<file path="src/rtl/sdram_port_pkg.sv">
`default_nettype none

package sdram_port_pkg;

  localparam int ADDR_W       = 20;
  localparam int DATA_W       = 16;

  // read line geometry
  localparam int LINE_WORDS   = 4;
  localparam int LINE_IDX_W   = 2;

  // streaming block geometry
  localparam int STREAM_WORDS = 16;
  localparam int STREAM_IDX_W = 4;

  localparam int BURST_W      = 5;  // holds burst lengths up to 16

  typedef logic [ADDR_W-1:0]              word_addr_t;
  typedef logic [DATA_W-1:0]              word_t;
  typedef logic [ADDR_W-LINE_IDX_W-1:0]   line_tag_t;
  typedef logic [ADDR_W-STREAM_IDX_W-1:0] block_tag_t;
  typedef logic [BURST_W-1:0]             burst_len_t;

  typedef enum logic [2:0] {
    SEQ_IDLE,
    SEQ_READ_LINE,
    SEQ_WRITE_ONE,
    SEQ_WRITE_BLOCK,
    SEQ_DONE
  } seq_state_t;

endpackage

`default_nettype wire

</file>
<file path="src/rtl/burst_sequencer.sv">
`timescale 1ns/1ps
`default_nettype none

module burst_sequencer (
  input  logic                                    clk,
  input  logic                                    sys_rst_n,
  input  logic                                    fill_req,
  input  sdram_port_pkg::line_tag_t               fill_tag,
  input  logic                                    one_req,
  input  sdram_port_pkg::word_addr_t              one_addr,
  input  sdram_port_pkg::word_t                   one_data,
  input  logic                                    block_req,
  input  sdram_port_pkg::block_tag_t              block_tag,
  input  sdram_port_pkg::word_t                   block_word,
  input  logic                                    mem_wr_ack,
  input  logic                                    mem_rd_ack,
  input  sdram_port_pkg::word_t                   mem_dout,
  output logic                                    fill_we,
  output logic [sdram_port_pkg::LINE_IDX_W-1:0]   fill_idx,
  output sdram_port_pkg::word_t                   fill_data,
  output logic                                    fill_done,
  output logic                                    one_done,
  output logic                                    block_done,
  output logic [sdram_port_pkg::STREAM_IDX_W-1:0] block_idx,
  output sdram_port_pkg::word_addr_t              mem_addr,
  output sdram_port_pkg::burst_len_t              mem_burst,
  output sdram_port_pkg::word_t                   mem_din,
  output logic                                    mem_wr_req,
  output logic                                    mem_rd_req,
  output logic                                    busy
);
  import sdram_port_pkg::*;

  seq_state_t state_q;
  seq_state_t pick_state;
  word_addr_t pick_addr;
  burst_len_t pick_burst;
  burst_len_t beat_q;
  logic       beat_ack;
  logic       last_beat;

  // fixed priority: line fill, single write, block flush
  always_comb begin
    pick_state = SEQ_IDLE;
    pick_addr  = '0;
    pick_burst = '0;
    if (fill_req) begin
      pick_state = SEQ_READ_LINE;
      pick_addr  = {fill_tag, {LINE_IDX_W{1'b0}}};
      pick_burst = BURST_W'(LINE_WORDS);
    end else if (one_req) begin
      pick_state = SEQ_WRITE_ONE;
      pick_addr  = one_addr;
      pick_burst = BURST_W'(1);
    end else if (block_req) begin
      pick_state = SEQ_WRITE_BLOCK;
      pick_addr  = {block_tag, {STREAM_IDX_W{1'b0}}};
      pick_burst = BURST_W'(STREAM_WORDS);
    end
  end

  assign beat_ack  = (state_q == SEQ_READ_LINE) ? mem_rd_ack : mem_wr_ack;
  assign last_beat = beat_ack && (beat_q == mem_burst - 1'b1);

  always_ff @(posedge clk or negedge sys_rst_n) begin
    if (!sys_rst_n) begin
      state_q    <= SEQ_IDLE;
      beat_q     <= '0;
      mem_rd_req <= 1'b0;
      mem_wr_req <= 1'b0;
      fill_done  <= 1'b0;
      one_done   <= 1'b0;
      block_done <= 1'b0;
    end else begin
      fill_done  <= 1'b0;
      one_done   <= 1'b0;
      block_done <= 1'b0;
      case (state_q)
        SEQ_IDLE: begin
          beat_q     <= '0;
          state_q    <= pick_state;
          mem_rd_req <= (pick_state == SEQ_READ_LINE);
          mem_wr_req <= (pick_state == SEQ_WRITE_ONE) || (pick_state == SEQ_WRITE_BLOCK);
        end
        SEQ_READ_LINE, SEQ_WRITE_ONE, SEQ_WRITE_BLOCK: begin
          if (beat_ack) begin
            beat_q <= beat_q + 1'b1;
          end
          if (last_beat) begin
            mem_rd_req <= 1'b0;
            mem_wr_req <= 1'b0;
            state_q    <= SEQ_DONE;
            fill_done  <= (state_q == SEQ_READ_LINE);  // pulses land in SEQ_DONE
            one_done   <= (state_q == SEQ_WRITE_ONE);
            block_done <= (state_q == SEQ_WRITE_BLOCK);
          end
        end
        SEQ_DONE: begin
          state_q <= SEQ_IDLE;
        end
        default: begin
          state_q <= SEQ_IDLE;
        end
      endcase
    end
  end

  // address and length held for the whole burst
  always_ff @(posedge clk) begin
    if (state_q == SEQ_IDLE) begin
      mem_addr  <= pick_addr;
      mem_burst <= pick_burst;
    end
  end

  assign fill_we   = (state_q == SEQ_READ_LINE) && mem_rd_ack;
  assign fill_idx  = beat_q[LINE_IDX_W-1:0];
  assign fill_data = mem_dout;
  assign block_idx = beat_q[STREAM_IDX_W-1:0];
  assign mem_din   = (state_q == SEQ_WRITE_BLOCK) ? block_word : one_data;
  assign busy      = (state_q != SEQ_IDLE);

endmodule

`default_nettype wire

</file>
<file path="src/rtl/line_read_cache.sv">
`timescale 1ns/1ps
`default_nettype none

module line_read_cache (
  input  logic                                  clk,
  input  logic                                  sys_rst_n,
  input  sdram_port_pkg::word_addr_t            address,
  input  logic                                  read_req,
  input  logic                                  write_req,
  input  logic                                  write_en,
  input  logic                                  fill_we,
  input  logic [sdram_port_pkg::LINE_IDX_W-1:0] fill_idx,
  input  sdram_port_pkg::word_t                 fill_data,
  input  logic                                  fill_done,
  output logic                                  fill_req,
  output sdram_port_pkg::line_tag_t             fill_tag,
  output sdram_port_pkg::word_t                 data_out,
  output logic                                  read_ack
);
  import sdram_port_pkg::*;

  logic                  read_req_q;
  logic                  read_rise;
  logic                  line_valid;
  line_tag_t             line_tag;
  line_tag_t             addr_tag;
  logic [LINE_IDX_W-1:0] addr_idx;
  logic                  tag_hit;
  word_t                 line_q [LINE_WORDS];

  assign addr_tag  = address[ADDR_W-1:LINE_IDX_W];
  assign addr_idx  = address[LINE_IDX_W-1:0];
  assign read_rise = read_req & ~read_req_q;
  assign tag_hit   = line_valid && (line_tag == addr_tag);

  always_ff @(posedge clk or negedge sys_rst_n) begin
    if (!sys_rst_n) begin
      read_req_q <= 1'b0;
    end else begin
      read_req_q <= read_req;
    end
  end

  always_ff @(posedge clk or negedge sys_rst_n) begin
    if (!sys_rst_n) begin
      read_ack   <= 1'b0;
      data_out   <= '0;
      fill_req   <= 1'b0;
      line_valid <= 1'b0;
    end else begin
      if (fill_done) begin
        fill_req   <= 1'b0;
        line_valid <= 1'b1;
      end
      if (read_rise) begin
        if (tag_hit) begin
          read_ack <= 1'b1;
          data_out <= line_q[addr_idx];
        end else begin
          line_valid <= 1'b0;  // refetch whole line
          fill_req   <= 1'b1;
        end
      end else if (read_req) begin
        if (fill_done) begin
          read_ack <= 1'b1;
          data_out <= line_q[addr_idx];
        end
      end else begin
        read_ack <= 1'b0;
        data_out <= '0;
        if (write_req || write_en) begin
          line_valid <= 1'b0;  // line may be stale now
        end
      end
    end
  end

  // line words and tags
  always_ff @(posedge clk) begin
    if (fill_we) begin
      line_q[fill_idx] <= fill_data;
    end
    if (read_rise && !tag_hit) begin
      fill_tag <= addr_tag;
    end
    if (fill_done) begin
      line_tag <= fill_tag;
    end
  end

endmodule

`default_nettype wire

</file>
<file path="src/rtl/sdram_port_top.sv">
`timescale 1ns/1ps
`default_nettype none

module sdram_port_top (
  input  logic                       clk,
  input  logic                       sys_rst_n,
  input  sdram_port_pkg::word_addr_t address,
  input  sdram_port_pkg::word_t      data_in,
  input  logic                       read_req,
  input  logic                       write_req,
  input  logic                       write_latch_address,
  input  logic                       write_en,
  output sdram_port_pkg::word_t      data_out,
  output logic                       read_ack,
  output logic                       write_ack,
  output logic                       busy,
  input  logic                       mem_wr_ack,
  input  logic                       mem_rd_ack,
  input  sdram_port_pkg::word_t      mem_dout,
  output sdram_port_pkg::word_addr_t mem_addr,
  output sdram_port_pkg::burst_len_t mem_burst,
  output sdram_port_pkg::word_t      mem_din,
  output logic                       mem_wr_req,
  output logic                       mem_rd_req
);
  import sdram_port_pkg::*;

  // read side
  logic                    fill_req;
  line_tag_t               fill_tag;
  logic                    fill_we;
  logic [LINE_IDX_W-1:0]   fill_idx;
  word_t                   fill_data;
  logic                    fill_done;

  // write side
  logic                    one_req;
  word_addr_t              one_addr;
  word_t                   one_data;
  logic                    one_done;
  logic                    block_req;
  block_tag_t              block_tag;
  word_t                   block_word;
  logic                    block_done;
  logic [STREAM_IDX_W-1:0] block_idx;

  line_read_cache u_cache (
    .clk       (clk),
    .sys_rst_n (sys_rst_n),
    .address   (address),
    .read_req  (read_req),
    .write_req (write_req),
    .write_en  (write_en),
    .fill_we   (fill_we),
    .fill_idx  (fill_idx),
    .fill_data (fill_data),
    .fill_done (fill_done),
    .fill_req  (fill_req),
    .fill_tag  (fill_tag),
    .data_out  (data_out),
    .read_ack  (read_ack)
  );

  stream_write_buffer u_wbuf (
    .clk                 (clk),
    .sys_rst_n           (sys_rst_n),
    .address             (address),
    .data_in             (data_in),
    .write_req           (write_req),
    .write_latch_address (write_latch_address),
    .write_en            (write_en),
    .one_done            (one_done),
    .block_done          (block_done),
    .block_idx           (block_idx),
    .one_req             (one_req),
    .one_addr            (one_addr),
    .one_data            (one_data),
    .write_ack           (write_ack),
    .block_req           (block_req),
    .block_tag           (block_tag),
    .block_word          (block_word)
  );

  burst_sequencer u_seq (
    .clk        (clk),
    .sys_rst_n  (sys_rst_n),
    .fill_req   (fill_req),
    .fill_tag   (fill_tag),
    .one_req    (one_req),
    .one_addr   (one_addr),
    .one_data   (one_data),
    .block_req  (block_req),
    .block_tag  (block_tag),
    .block_word (block_word),
    .mem_wr_ack (mem_wr_ack),
    .mem_rd_ack (mem_rd_ack),
    .mem_dout   (mem_dout),
    .fill_we    (fill_we),
    .fill_idx   (fill_idx),
    .fill_data  (fill_data),
    .fill_done  (fill_done),
    .one_done   (one_done),
    .block_done (block_done),
    .block_idx  (block_idx),
    .mem_addr   (mem_addr),
    .mem_burst  (mem_burst),
    .mem_din    (mem_din),
    .mem_wr_req (mem_wr_req),
    .mem_rd_req (mem_rd_req),
    .busy       (busy)
  );

endmodule

`default_nettype wire

</file>
<file path="src/rtl/stream_write_buffer.sv">
`timescale 1ns/1ps
`default_nettype none

module stream_write_buffer (
  input  logic                                    clk,
  input  logic                                    sys_rst_n,
  input  sdram_port_pkg::word_addr_t              address,
  input  sdram_port_pkg::word_t                   data_in,
  input  logic                                    write_req,
  input  logic                                    write_latch_address,
  input  logic                                    write_en,
  input  logic                                    one_done,
  input  logic                                    block_done,
  input  logic [sdram_port_pkg::STREAM_IDX_W-1:0] block_idx,
  output logic                                    one_req,
  output sdram_port_pkg::word_addr_t              one_addr,
  output sdram_port_pkg::word_t                   one_data,
  output logic                                    write_ack,
  output logic                                    block_req,
  output sdram_port_pkg::block_tag_t              block_tag,
  output sdram_port_pkg::word_t                   block_word
);
  import sdram_port_pkg::*;

  logic                    write_req_q;
  logic                    write_rise;
  word_addr_t              stream_addr_q;
  word_addr_t              stream_addr;
  logic [STREAM_IDX_W-1:0] stream_slot;
  logic                    slot_last;
  word_t                   front_q [STREAM_WORDS];
  word_t                   back_q  [STREAM_WORDS];

  assign write_rise  = write_req & ~write_req_q;
  assign stream_addr = write_latch_address ? address : stream_addr_q;
  assign stream_slot = stream_addr[STREAM_IDX_W-1:0];
  assign slot_last   = write_en && (stream_slot == STREAM_IDX_W'(STREAM_WORDS - 1));
  assign block_word  = back_q[block_idx];

  always_ff @(posedge clk or negedge sys_rst_n) begin
    if (!sys_rst_n) begin
      write_req_q <= 1'b0;
      one_req     <= 1'b0;
      write_ack   <= 1'b0;
    end else begin
      write_req_q <= write_req;
      write_ack   <= one_done;  // one cycle after the burst ends
      if (write_rise) begin
        one_req <= 1'b1;
      end else if (one_done) begin
        one_req <= 1'b0;
      end
    end
  end

  always_ff @(posedge clk) begin
    if (write_rise) begin
      one_addr <= address;
      one_data <= data_in;
    end
  end

  // running stream address
  always_ff @(posedge clk or negedge sys_rst_n) begin
    if (!sys_rst_n) begin
      stream_addr_q <= '0;
    end else if (write_en) begin
      stream_addr_q <= stream_addr + 1'b1;
    end else begin
      stream_addr_q <= stream_addr;
    end
  end

  always_ff @(posedge clk or negedge sys_rst_n) begin
    if (!sys_rst_n) begin
      block_req <= 1'b0;
    end else begin
      if (block_done) begin
        block_req <= 1'b0;
      end
      if (slot_last) begin
        block_req <= 1'b1;
      end
    end
  end

  always_ff @(posedge clk) begin
    if (write_en) begin
      front_q[stream_slot] <= data_in;
    end
    if (slot_last) begin
      // hand the finished block over, last word comes straight from data_in
      back_q                 <= front_q;
      back_q[STREAM_WORDS-1] <= data_in;
      block_tag              <= stream_addr[ADDR_W-1:STREAM_IDX_W];
    end
  end

endmodule

`default_nettype wire

</file>
<file path="config.mk">
export PLATFORM = sky130hd
export DESIGN_NAME = sdram_port_top
export DESIGN_NICKNAME = d
export VERILOG_FILES = /design/src/rtl/sdram_port_pkg.sv /design/src/rtl/burst_sequencer.sv /design/src/rtl/line_read_cache.sv /design/src/rtl/sdram_port_top.sv /design/src/rtl/stream_write_buffer.sv
export SDC_FILE = /design/constraint.sdc
export NUM_CORES = 1
export LEC_CHECK = 0
export BUFFER_PORTS_ARGS = -buffer_cell sky130_fd_sc_hd__buf_2
export CAP_MARGIN = 10
export CORE_MARGIN = 2
export CORE_UTILIZATION = 47
export CTS_BUF_LIST = sky130_fd_sc_hd__clkbuf_2 sky130_fd_sc_hd__clkbuf_4 sky130_fd_sc_hd__clkbuf_8
export DETAILED_ROUTE_END_ITERATION = 7
export PLACE_DENSITY = 0.64
export RECOVER_POWER = 25
export SYNTH_ARGS = -nofsm -noshare
export SYNTH_HDL_FRONTEND = slang
export SYNTH_SLANG_ARGS = --single-unit
</file>
<file path="constraint.sdc">
create_clock -name clk -period 23 [get_ports clk]
set_input_delay 2.3 -clock clk [delete_from_list [all_inputs] [get_ports clk]]
set_output_delay 2.3 -clock clk [all_outputs]
set_load 0.02 [all_outputs]
</file>
==> flow_results.xml, run 1 <==
<?xml version="1.0" encoding="UTF-8"?>
<metrics>
  <group name="placed_design">
    <metric name="place_area" unit="um^2">28000</metric>
    <metric name="portBuffers" unit="">119</metric>
    <metric name="dp.final_hpwl" unit="mm">27.8</metric>
    <metric name="gp_weighted_congestion" unit="">0.726</metric>
  </group>
  <group name="logic_synthesis">
    <metric name="postSynth.asyncResetShare" unit="%">7.83</metric>
    <metric name="ys_seq_elements" unit="">728</metric>
    <metric name="post_synth_instance_area" unit="um^2">26500</metric>
    <metric name="yosysSeqAreaShare" unit="%">81.6</metric>
    <metric name="yosys_most_used_dff" unit="">sky130_fd_sc_hd__edfxtp_1</metric>
    <metric name="gate_count_post_synth" unit="">1258</metric>
    <metric name="synth.distinct_cells" unit="">55</metric>
    <metric name="synth.avg_cell_area" unit="um^2">21.0</metric>
    <metric name="synth_enable_flop_cells" unit="">671</metric>
    <metric name="synth_warnings" unit="">0</metric>
  </group>
  <group name="worst_setup_path">
    <metric name="worstPathCellList" unit="">buf_4, mux4_1, mux2_2, a221o_1, buf_2</metric>
    <metric name="crit_path_top_delay_cell" unit="">sky130_fd_sc_hd__buf_4</metric>
    <metric name="worst_setup_path_start_kind" unit="">flop</metric>
    <metric name="setup.worst_path.class" unit="">reg2out</metric>
    <metric name="critical_path.endpoint_type" unit="">output pin</metric>
    <metric name="critical_path_required" unit="ns">20.70</metric>
    <metric name="slowest_delay" unit="ns">0.83</metric>
    <metric name="path_buf_inv" unit="">2</metric>
    <metric name="worst_ep_arrival_time" unit="ns">3.77</metric>
    <metric name="critical_path_peak_fanout" unit="">50</metric>
    <metric name="critical-path-top-delay-family" unit="">buffers and inverters</metric>
  </group>
  <group name="flow_run">
    <metric name="max_cap_violations" unit="">0</metric>
  </group>
  <group name="drt">
    <metric name="drc_errors" unit="">0</metric>
    <metric name="wire_per_inst" unit="um">22.0</metric>
    <metric name="firstDrtPassIters" unit="">7</metric>
    <metric name="final_antenna_net_count" unit="">0</metric>
    <metric name="detail_route.vias_per_cell" unit="">5.28</metric>
    <metric name="vias" unit="">12100</metric>
    <metric name="wirelength" unit="mm">50.6</metric>
    <metric name="drt_iter0_markers" unit="">925</metric>
  </group>
  <group name="layout">
    <metric name="share_of_final_layout_standard_cells_stronger_than_drive_strength_1" unit="%">26.2</metric>
    <metric name="areaGrowthSynthToFinish" unit="%">13.7</metric>
    <metric name="final_net_count" unit="">1525</metric>
    <metric name="final_design_area_no_fill" unit="um^2">30100</metric>
  </group>
  <group name="floorplanning">
    <metric name="die_y" unit="um">241</metric>
    <metric name="start_util" unit="%">47.7</metric>
    <metric name="placementRows" unit="">86</metric>
    <metric name="pin_count" unit="">122</metric>
    <metric name="die_footprint" unit="um^2">58200</metric>
    <metric name="coreArea" unit="um^2">55400</metric>
    <metric name="fp.dieW" unit="um">241</metric>
  </group>
  <group name="clock_network">
    <metric name="cts.sinks" unit="">728</metric>
    <metric name="clk_pin_slew_worst_paths" unit="ns">0.06</metric>
    <metric name="post_cts_hold_buffer_count" unit="">0</metric>
    <metric name="cts_repair_resize_count" unit="">0</metric>
    <metric name="post-cts-setup-buffer-count" unit="">0</metric>
    <metric name="cts-root-to-sink-buffers" unit="">3</metric>
    <metric name="tritoncts_clock_tree" unit="">done</metric>
    <metric name="clk-insertion-delay-late" unit="ns">0.69</metric>
    <metric name="cts_made_buffers" unit="">107</metric>
    <metric name="cts-htree-levels" unit="">3</metric>
    <metric name="cts_root_buf" unit="">sky130_fd_sc_hd__clkbuf_8</metric>
  </group>
  <group name="timing">
    <metric name="slew_headroom" unit="%">9.35</metric>
    <metric name="finalHoldWorstSlack" unit="ns">0.404</metric>
    <metric name="timing_max_transition_violations_final" unit="">0</metric>
    <metric name="worst_slew_pin_slew" unit="ns">1.36</metric>
    <metric name="timing.final.hold_violations" unit="">0</metric>
    <metric name="final.setup.tns" unit="ns">0</metric>
    <metric name="period_share" unit="%">26.4</metric>
    <metric name="rsz0062_at_grt" unit="">no</metric>
    <metric name="post-route-min-period" unit="ns">6.07</metric>
    <metric name="highest_attainable_clock_frequency" unit="MHz">165</metric>
    <metric name="timing.final.setup_violations" unit="">0</metric>
    <metric name="fin_worst_skew" unit="ns">0.0245</metric>
  </group>
  <group name="global_routing">
    <metric name="grt_pass1_vias" unit="">12400</metric>
    <metric name="track_usage" unit="%">17.9</metric>
    <metric name="maximum_number_of_pins_on_one_net_before_global_route_repair" unit="">76</metric>
    <metric name="global_route.overflow_total" unit="">0</metric>
    <metric name="wire_length_of_the_first_global_routing_pass" unit="mm">75.3</metric>
    <metric name="grt_antenna_before_repair" unit="">4</metric>
  </group>
  <group name="power_and_ir_drop">
    <metric name="power.static_leakage" unit="nW">10.2</metric>
    <metric name="power.ir.vdd_worst" unit="V">0.0000565</metric>
    <metric name="power-per-cell-area" unit="nW/um^2">102</metric>
    <metric name="total_power" unit="mW">3.06</metric>
  </group>
  <group name="run_status">
    <metric name="outcome" unit="">finished clean</metric>
  </group>
  <group name="min_path">
    <metric name="worst_hold_path_type" unit="">reg2reg</metric>
  </group>
</metrics>
## worst paths after layout
| kind | from | end | slack [ns] | cells past startpoint |
|---|---|---|---|---|
| max in group asynchronous | sys_rst_n | u_seq.beat_q[1]$_DFFE_PN0P_ | 20.60 | 2 |
| worst min-delay path | u_seq.one_done$_DFF_PN0_ | u_wbuf.write_ack$_DFF_PN0_ | 0.40 | 0 |
| worst max-delay path | u_seq.beat_q[0]$_DFFE_PN0P_ | mem_din[7] | 16.93 | 5 |
| worst min register to register | u_seq.one_done$_DFF_PN0_ | u_wbuf.write_ack$_DFF_PN0_ | 0.40 | 0 |
| worst max register to register | u_wbuf.stream_addr_q[0]$_DFF_PN0_ | u_wbuf.back_q[79]$_DFFE_PP_ | 19.33 | 7 |
| min in group asynchronous | sys_rst_n | u_cache.data_out[14]$_DFFE_PN0P_ | 1.76 | 2 |
## cells by family after synthesis
| family | after synthesis | synth area share (%) |
|---|---|---|
| AOI/OAI and AO/OA | 77 | 2.14 |
| xor gates and xnor gates | 42 | 1.39 |
| adders and majority gates | 9 | 0.426 |
| buffers and inverters | 70 | 1.43 |
| DFF | 728 | 81.6 |
| muxes | 149 | 9.76 |
| other | 1 | 0.0142 |
| and+or+nand+nor | 182 | 3.26 |
## sequential cells by signal, indices dropped and copies added (netlist names), 3 cells and up
| name | flops |
|---|---|
| u_cache.data_out | 16 |
| u_cache.fill_tag | 18 |
| u_cache.line_q | 64 |
| u_cache.line_tag | 18 |
| u_seq.beat_q | 5 |
| u_seq.mem_addr | 20 |
| u_seq.mem_burst | 3 |
| u_seq.state_q | 3 |
| u_wbuf.back_q | 256 |
| u_wbuf.block_tag | 16 |
| u_wbuf.front_q | 240 |
| u_wbuf.one_addr | 20 |
| u_wbuf.one_data | 16 |
| u_wbuf.stream_addr_q | 20 |
## metrics by stage
step	utilization [%]	setup WS, ns	instances
global route	54.2	16.68	2297
global placement	50.5	16.70	2095
floorplan	-	7.56	1259
finish	54.2	16.93	2297
CTS	54.3	16.78	2295
detailed placement	50.5	16.57	2095
## worst register-to-register path: cells and delay by family (launching register included)
kind | cells | cell delay (ns)
adders and majority gates | 1 | 0.15
buffers and inverters | 3 | 1.60
DFF | 1 | 0.32
muxes | 1 | 0.14
and+or+nand+nor | 2 | 1.03
## cell usage after synthesis, types with 3 or more instances
library cell / n / area share, %
sky130_fd_sc_hd__inv_1: 16 / 0.23
sky130_fd_sc_hd__a21o_1: 3 / 0.085
sky130_fd_sc_hd__mux2_2: 26 / 1.1
sky130_fd_sc_hd__nor2_1: 33 / 0.47
sky130_fd_sc_hd__buf_1: 6 / 0.085
sky130_fd_sc_hd__nand3_1: 7 / 0.13
sky130_fd_sc_hd__a221o_1: 16 / 0.61
sky130_fd_sc_hd__and2_1: 6 / 0.14
sky130_fd_sc_hd__clkbuf_1: 22 / 0.31
sky130_fd_sc_hd__a21oi_1: 7 / 0.13
sky130_fd_sc_hd__nand2b_1: 5 / 0.12
sky130_fd_sc_hd__nand2_1: 76 / 1.1
sky130_fd_sc_hd__xnor2_1: 37 / 1.2
sky130_fd_sc_hd__mux4_2: 65 / 5.5
sky130_fd_sc_hd__nor2b_1: 9 / 0.21
sky130_fd_sc_hd__nand4_1: 7 / 0.17
sky130_fd_sc_hd__ha_1: 9 / 0.43
sky130_fd_sc_hd__and3b_1: 3 / 0.099
sky130_fd_sc_hd__a22oi_1: 16 / 0.45
sky130_fd_sc_hd__buf_2: 12 / 0.23
sky130_fd_sc_hd__mux2i_1: 43 / 1.6
sky130_fd_sc_hd__o21ai_0: 18 / 0.34
sky130_fd_sc_hd__xor2_1: 5 / 0.17
sky130_fd_sc_hd__mux4_1: 15 / 1.5
sky130_fd_sc_hd__nor3_1: 22 / 0.42
sky130_fd_sc_hd__and3_1: 3 / 0.071
sky130_fd_sc_hd__buf_12: 3 / 0.23
sky130_fd_sc_hd__buf_6: 4 / 0.17
sky130_fd_sc_hd__buf_4: 6 / 0.17
sky130_fd_sc_hd__edfxtp_1: 671 / 76
sky130_fd_sc_hd__dfrtp_1: 57 / 5.4
## metal layers
metal / track usage, % / share of wire (%) / vias up
met4: 6.77 / 2.1 / 4
met3: 3.40 / 5.7 / 78
li1: - / - / 5440
met5: 0 / 0.053 / -
met2: 29.0 / 49 / 331
met1: 24.2 / 43 / 6267
## final cells by class
cell class / count / area (um^2)
Antenna cell: 2 / 5.00
Clock buffer: 153 / 1840
Clock inverter: 47 / 302
Fill cell: 4243 / 25400
Inverter: 17 / 63.8
Multi-Input combinational cell: 461 / 4620
Sequential cell: 728 / 21600
Tap cell: 748 / 936
Timing Repair Buffer: 141 / 716
## power breakdown
| part | leakage [nW] | switching [mW] | total [mW] | internal [mW] |
|---|---|---|---|---|
| combinational | 2.23 | 0.277 | 0.473 | 0.196 |
| clock | 1.13 | 0.464 | 1.01 | 0.549 |
| sequential | 6.80 | 0.0365 | 1.57 | 1.54 |
## layout by cell type (no fill, tap or decap), drive strengths merged, types with 20 or more instances in the layout
cell type  instances
edfxtp           671
clkbuf           185
buf              109
mux4              80
nand2             76
dfrtp             57
mux2i             43
xnor2             37
clkinv            37
nor2              34
mux2              26
nor3              23
o21ai             20
inv               20
No activity file was read; power rests on OpenSTA's default activity.
==> run 2: changes to the inputs <==
==> constraint.sdc (replaced) <==
create_clock -name clk -period 5.9 [get_ports clk]
set_input_delay 0.59 -clock clk [delete_from_list [all_inputs] [get_ports clk]]
set_output_delay 0.59 -clock clk [all_outputs]
set_load 0.02 [all_outputs]
==> flow_results.xml, run 2 (synthesized netlist as in run 1, its figures left out) <==
<?xml version="1.0" encoding="UTF-8"?>
<metrics>
  <group name="flow_run">
    <metric name="max_cap_violations" unit="">0</metric>
  </group>
  <group name="floorplanning">
    <metric name="fp.dieW" unit="um">241</metric>
    <metric name="die_y" unit="um">241</metric>
    <metric name="coreArea" unit="um^2">55400</metric>
    <metric name="die_footprint" unit="um^2">58200</metric>
    <metric name="start_util" unit="%">47.7</metric>
    <metric name="placementRows" unit="">86</metric>
    <metric name="pin_count" unit="">122</metric>
  </group>
  <group name="drt">
    <metric name="final_antenna_net_count" unit="">0</metric>
    <metric name="drt_iter0_markers" unit="">925</metric>
    <metric name="route.met2.wl" unit="mm">24.9</metric>
    <metric name="routed_metal_1_wirelength" unit="mm">21.4</metric>
    <metric name="detail_route.vias_per_cell" unit="">5.25</metric>
    <metric name="wirelength" unit="mm">50.4</metric>
    <metric name="met3RoutedLength" unit="mm">2.74</metric>
    <metric name="vias" unit="">12200</metric>
    <metric name="firstDrtPassIters" unit="">4</metric>
    <metric name="drc_errors" unit="">0</metric>
    <metric name="top_layer" unit="">met4</metric>
    <metric name="wire_per_inst" unit="um">21.8</metric>
  </group>
  <group name="global_routing">
    <metric name="grt_antenna_before_repair" unit="">2</metric>
    <metric name="wire_length_of_the_first_global_routing_pass" unit="mm">75.8</metric>
    <metric name="grt_pass1_vias" unit="">12600</metric>
    <metric name="global_route.overflow_total" unit="">0</metric>
    <metric name="maximum_number_of_pins_on_one_net_before_global_route_repair" unit="">69</metric>
    <metric name="track_usage" unit="%">17.8</metric>
  </group>
  <group name="timing">
    <metric name="timing.final.hold_violations" unit="">0</metric>
    <metric name="timing.final.setup_violations" unit="">0</metric>
    <metric name="rsz0062_at_grt" unit="">no</metric>
    <metric name="slew_headroom" unit="%">18.2</metric>
    <metric name="final.setup.tns" unit="ns">0</metric>
    <metric name="timing_max_transition_violations_final" unit="">0</metric>
    <metric name="period_share" unit="%">73.1</metric>
    <metric name="post-route-min-period" unit="ns">4.31</metric>
    <metric name="highest_attainable_clock_frequency" unit="MHz">232</metric>
    <metric name="fin_worst_skew" unit="ns">0.0286</metric>
    <metric name="worst_slew_pin_slew" unit="ns">1.22</metric>
  </group>
  <group name="power_and_ir_drop">
    <metric name="power.ir.vdd_worst" unit="V">0.000243</metric>
    <metric name="total_power" unit="mW">12.1</metric>
    <metric name="power.static_leakage" unit="nW">10.2</metric>
    <metric name="power-per-cell-area" unit="nW/um^2">399</metric>
  </group>
  <group name="placed_design">
    <metric name="portBuffers" unit="">119</metric>
    <metric name="placed_cells_incl_taps" unit="">2104</metric>
    <metric name="gp_weighted_congestion" unit="">0.742</metric>
    <metric name="place_area" unit="um^2">28000</metric>
    <metric name="dp.final_hpwl" unit="mm">28.2</metric>
  </group>
  <group name="layout">
    <metric name="final_net_count" unit="">1540</metric>
    <metric name="final_design_area_no_fill" unit="um^2">30300</metric>
    <metric name="share_of_final_layout_standard_cells_stronger_than_drive_strength_1" unit="%">25.5</metric>
    <metric name="multi_input_comb_area" unit="um^2">4570</metric>
    <metric name="areaGrowthSynthToFinish" unit="%">14.4</metric>
    <metric name="sequential_cell_area" unit="um^2">21600</metric>
    <metric name="final-instance-count-excl-fill" unit="">2316</metric>
    <metric name="reg_top3" unit="">u_wbuf.back_q x256, u_wbuf.front_q x240, u_cache.line_q x64</metric>
    <metric name="layout_commonest_cell" unit="">sky130_fd_sc_hd__edfxtp_1</metric>
    <metric name="final_cell_mix" unit="">sky130_fd_sc_hd__edfxtp_1 (671), sky130_fd_sc_hd__clkbuf_8 (122), sky130_fd_sc_hd__nand2_1 (75)</metric>
    <metric name="fill_cells" unit="">4290</metric>
    <metric name="regMostFlops" unit="">u_wbuf.back_q</metric>
    <metric name="max_ffs_per_register" unit="">256</metric>
  </group>
  <group name="clock_network">
    <metric name="cts_root_buf" unit="">sky130_fd_sc_hd__clkbuf_8</metric>
    <metric name="cts-htree-levels" unit="">3</metric>
    <metric name="clk_pin_slew_worst_paths" unit="ns">0.06</metric>
    <metric name="post_cts_hold_buffer_count" unit="">1</metric>
    <metric name="post-cts-setup-buffer-count" unit="">0</metric>
    <metric name="cts.sinks" unit="">728</metric>
    <metric name="tritoncts_clock_tree" unit="">done</metric>
    <metric name="cts_made_buffers" unit="">111</metric>
    <metric name="cts-root-to-sink-buffers" unit="">3</metric>
    <metric name="clk-insertion-delay-late" unit="ns">0.70</metric>
    <metric name="cts_repair_resize_count" unit="">0</metric>
  </group>
  <group name="worst_setup_path">
    <metric name="crit_path_top_delay_cell" unit="">sky130_fd_sc_hd__dfrtp_4</metric>
    <metric name="critical_path.endpoint_type" unit="">output pin</metric>
    <metric name="critical-path-top-delay-family" unit="">flip-flops</metric>
    <metric name="critical_path_required" unit="ns">5.31</metric>
    <metric name="critical_path_peak_fanout" unit="">48</metric>
    <metric name="worst_setup_path_start_kind" unit="">flop</metric>
    <metric name="slowest_delay" unit="ns">1.02</metric>
    <metric name="setup.worst_path.class" unit="">reg2out</metric>
    <metric name="worstPathCellList" unit="">buf_4, mux4_1, mux2_2, a221o_1, buf_2</metric>
    <metric name="worst_ep_arrival_time" unit="ns">3.72</metric>
    <metric name="path_buf_inv" unit="">2</metric>
  </group>
  <group name="run_status">
    <metric name="outcome" unit="">finished clean</metric>
  </group>
  <group name="min_path">
    <metric name="worst_hold_path_type" unit="">in2async</metric>
  </group>
</metrics>
[run 2: cell types whose count changed in the layout (fill, tap and decap cells not counted), sizes merged]
cell	previous run	this run
clkbuf	185	211
buf	109	100
clkinv	37	40
bufinv	3	2
clkinvlp	4	3
dlygate4sd3	0	1
[run 2: worst reg2reg max path, stage by stage, from the launching register on]
cell,delay (ns)
sky130_fd_sc_hd__dfrtp_2,0.79
sky130_fd_sc_hd__buf_4,0.65
sky130_fd_sc_hd__and3b_1,0.24
sky130_fd_sc_hd__a21oi_1,0.04
sky130_fd_sc_hd__or4_1,0.67
sky130_fd_sc_hd__nor2_2,0.16
sky130_fd_sc_hd__o32ai_1,0.10
[run 2: power breakdown]
part | internal (mW) | total [mW] | switching (mW)
clock | 2.24 | 4.12 | 1.88
combinational | 0.775 | 1.76 | 0.984
sequential | 5.98 | 6.21 | 0.225
[run 2: per-stage QoR]
stage	worst slack (ns)	util [%]	hold slack (ns)
floorplan	0.0176	-	0.294
global placement	2.17	50.6	0.360
detailed placement	2.09	50.6	0.363
CTS	1.40	54.7	0.0248
global route	1.30	54.6	0.0788
finish	1.59	54.6	0.0499
[run 2: layout make-up]
class	count	share of cell area (%)
diodes	2	0.0165
clock buffers	160	6.49
clock inverters	48	0.984
inverters	17	0.211
multi-input cells	461	15.1
flip-flops and latches	728	71.3
well taps	748	3.09
repair buffers	152	2.81
[run 2: final timing paths]
kind / from / end / slack (ns) / cells after the start
max: u_seq.beat_q[0]$_DFFE_PN0P_ / mem_din[15] / 1.59 / 5
min: sys_rst_n / u_cache.data_out[8]$_DFFE_PN0P_ / 0.05 / 2
max reg2reg: u_seq.beat_q[1]$_DFFE_PN0P_ / u_seq.mem_wr_req$_DFFE_PN0P_ / 3.12 / 6
min reg2reg: u_seq.one_done$_DFF_PN0_ / u_wbuf.write_ack$_DFF_PN0_ / 0.37 / 0
max in group asynchronous: sys_rst_n / u_seq.beat_q[0]$_DFFE_PN0P_ / 5.23 / 2
min in group clk: mem_dout[0] / u_cache.line_q[0][0]$_DFFE_PP_ / 0.15 / 1
[run 2: metal layers]
metal,global-route usage [%],up-vias
li1,-,5459
met1,23.5,6297
met2,29.1,321
met3,3.85,90
met4,7.35,0
met5,0,-
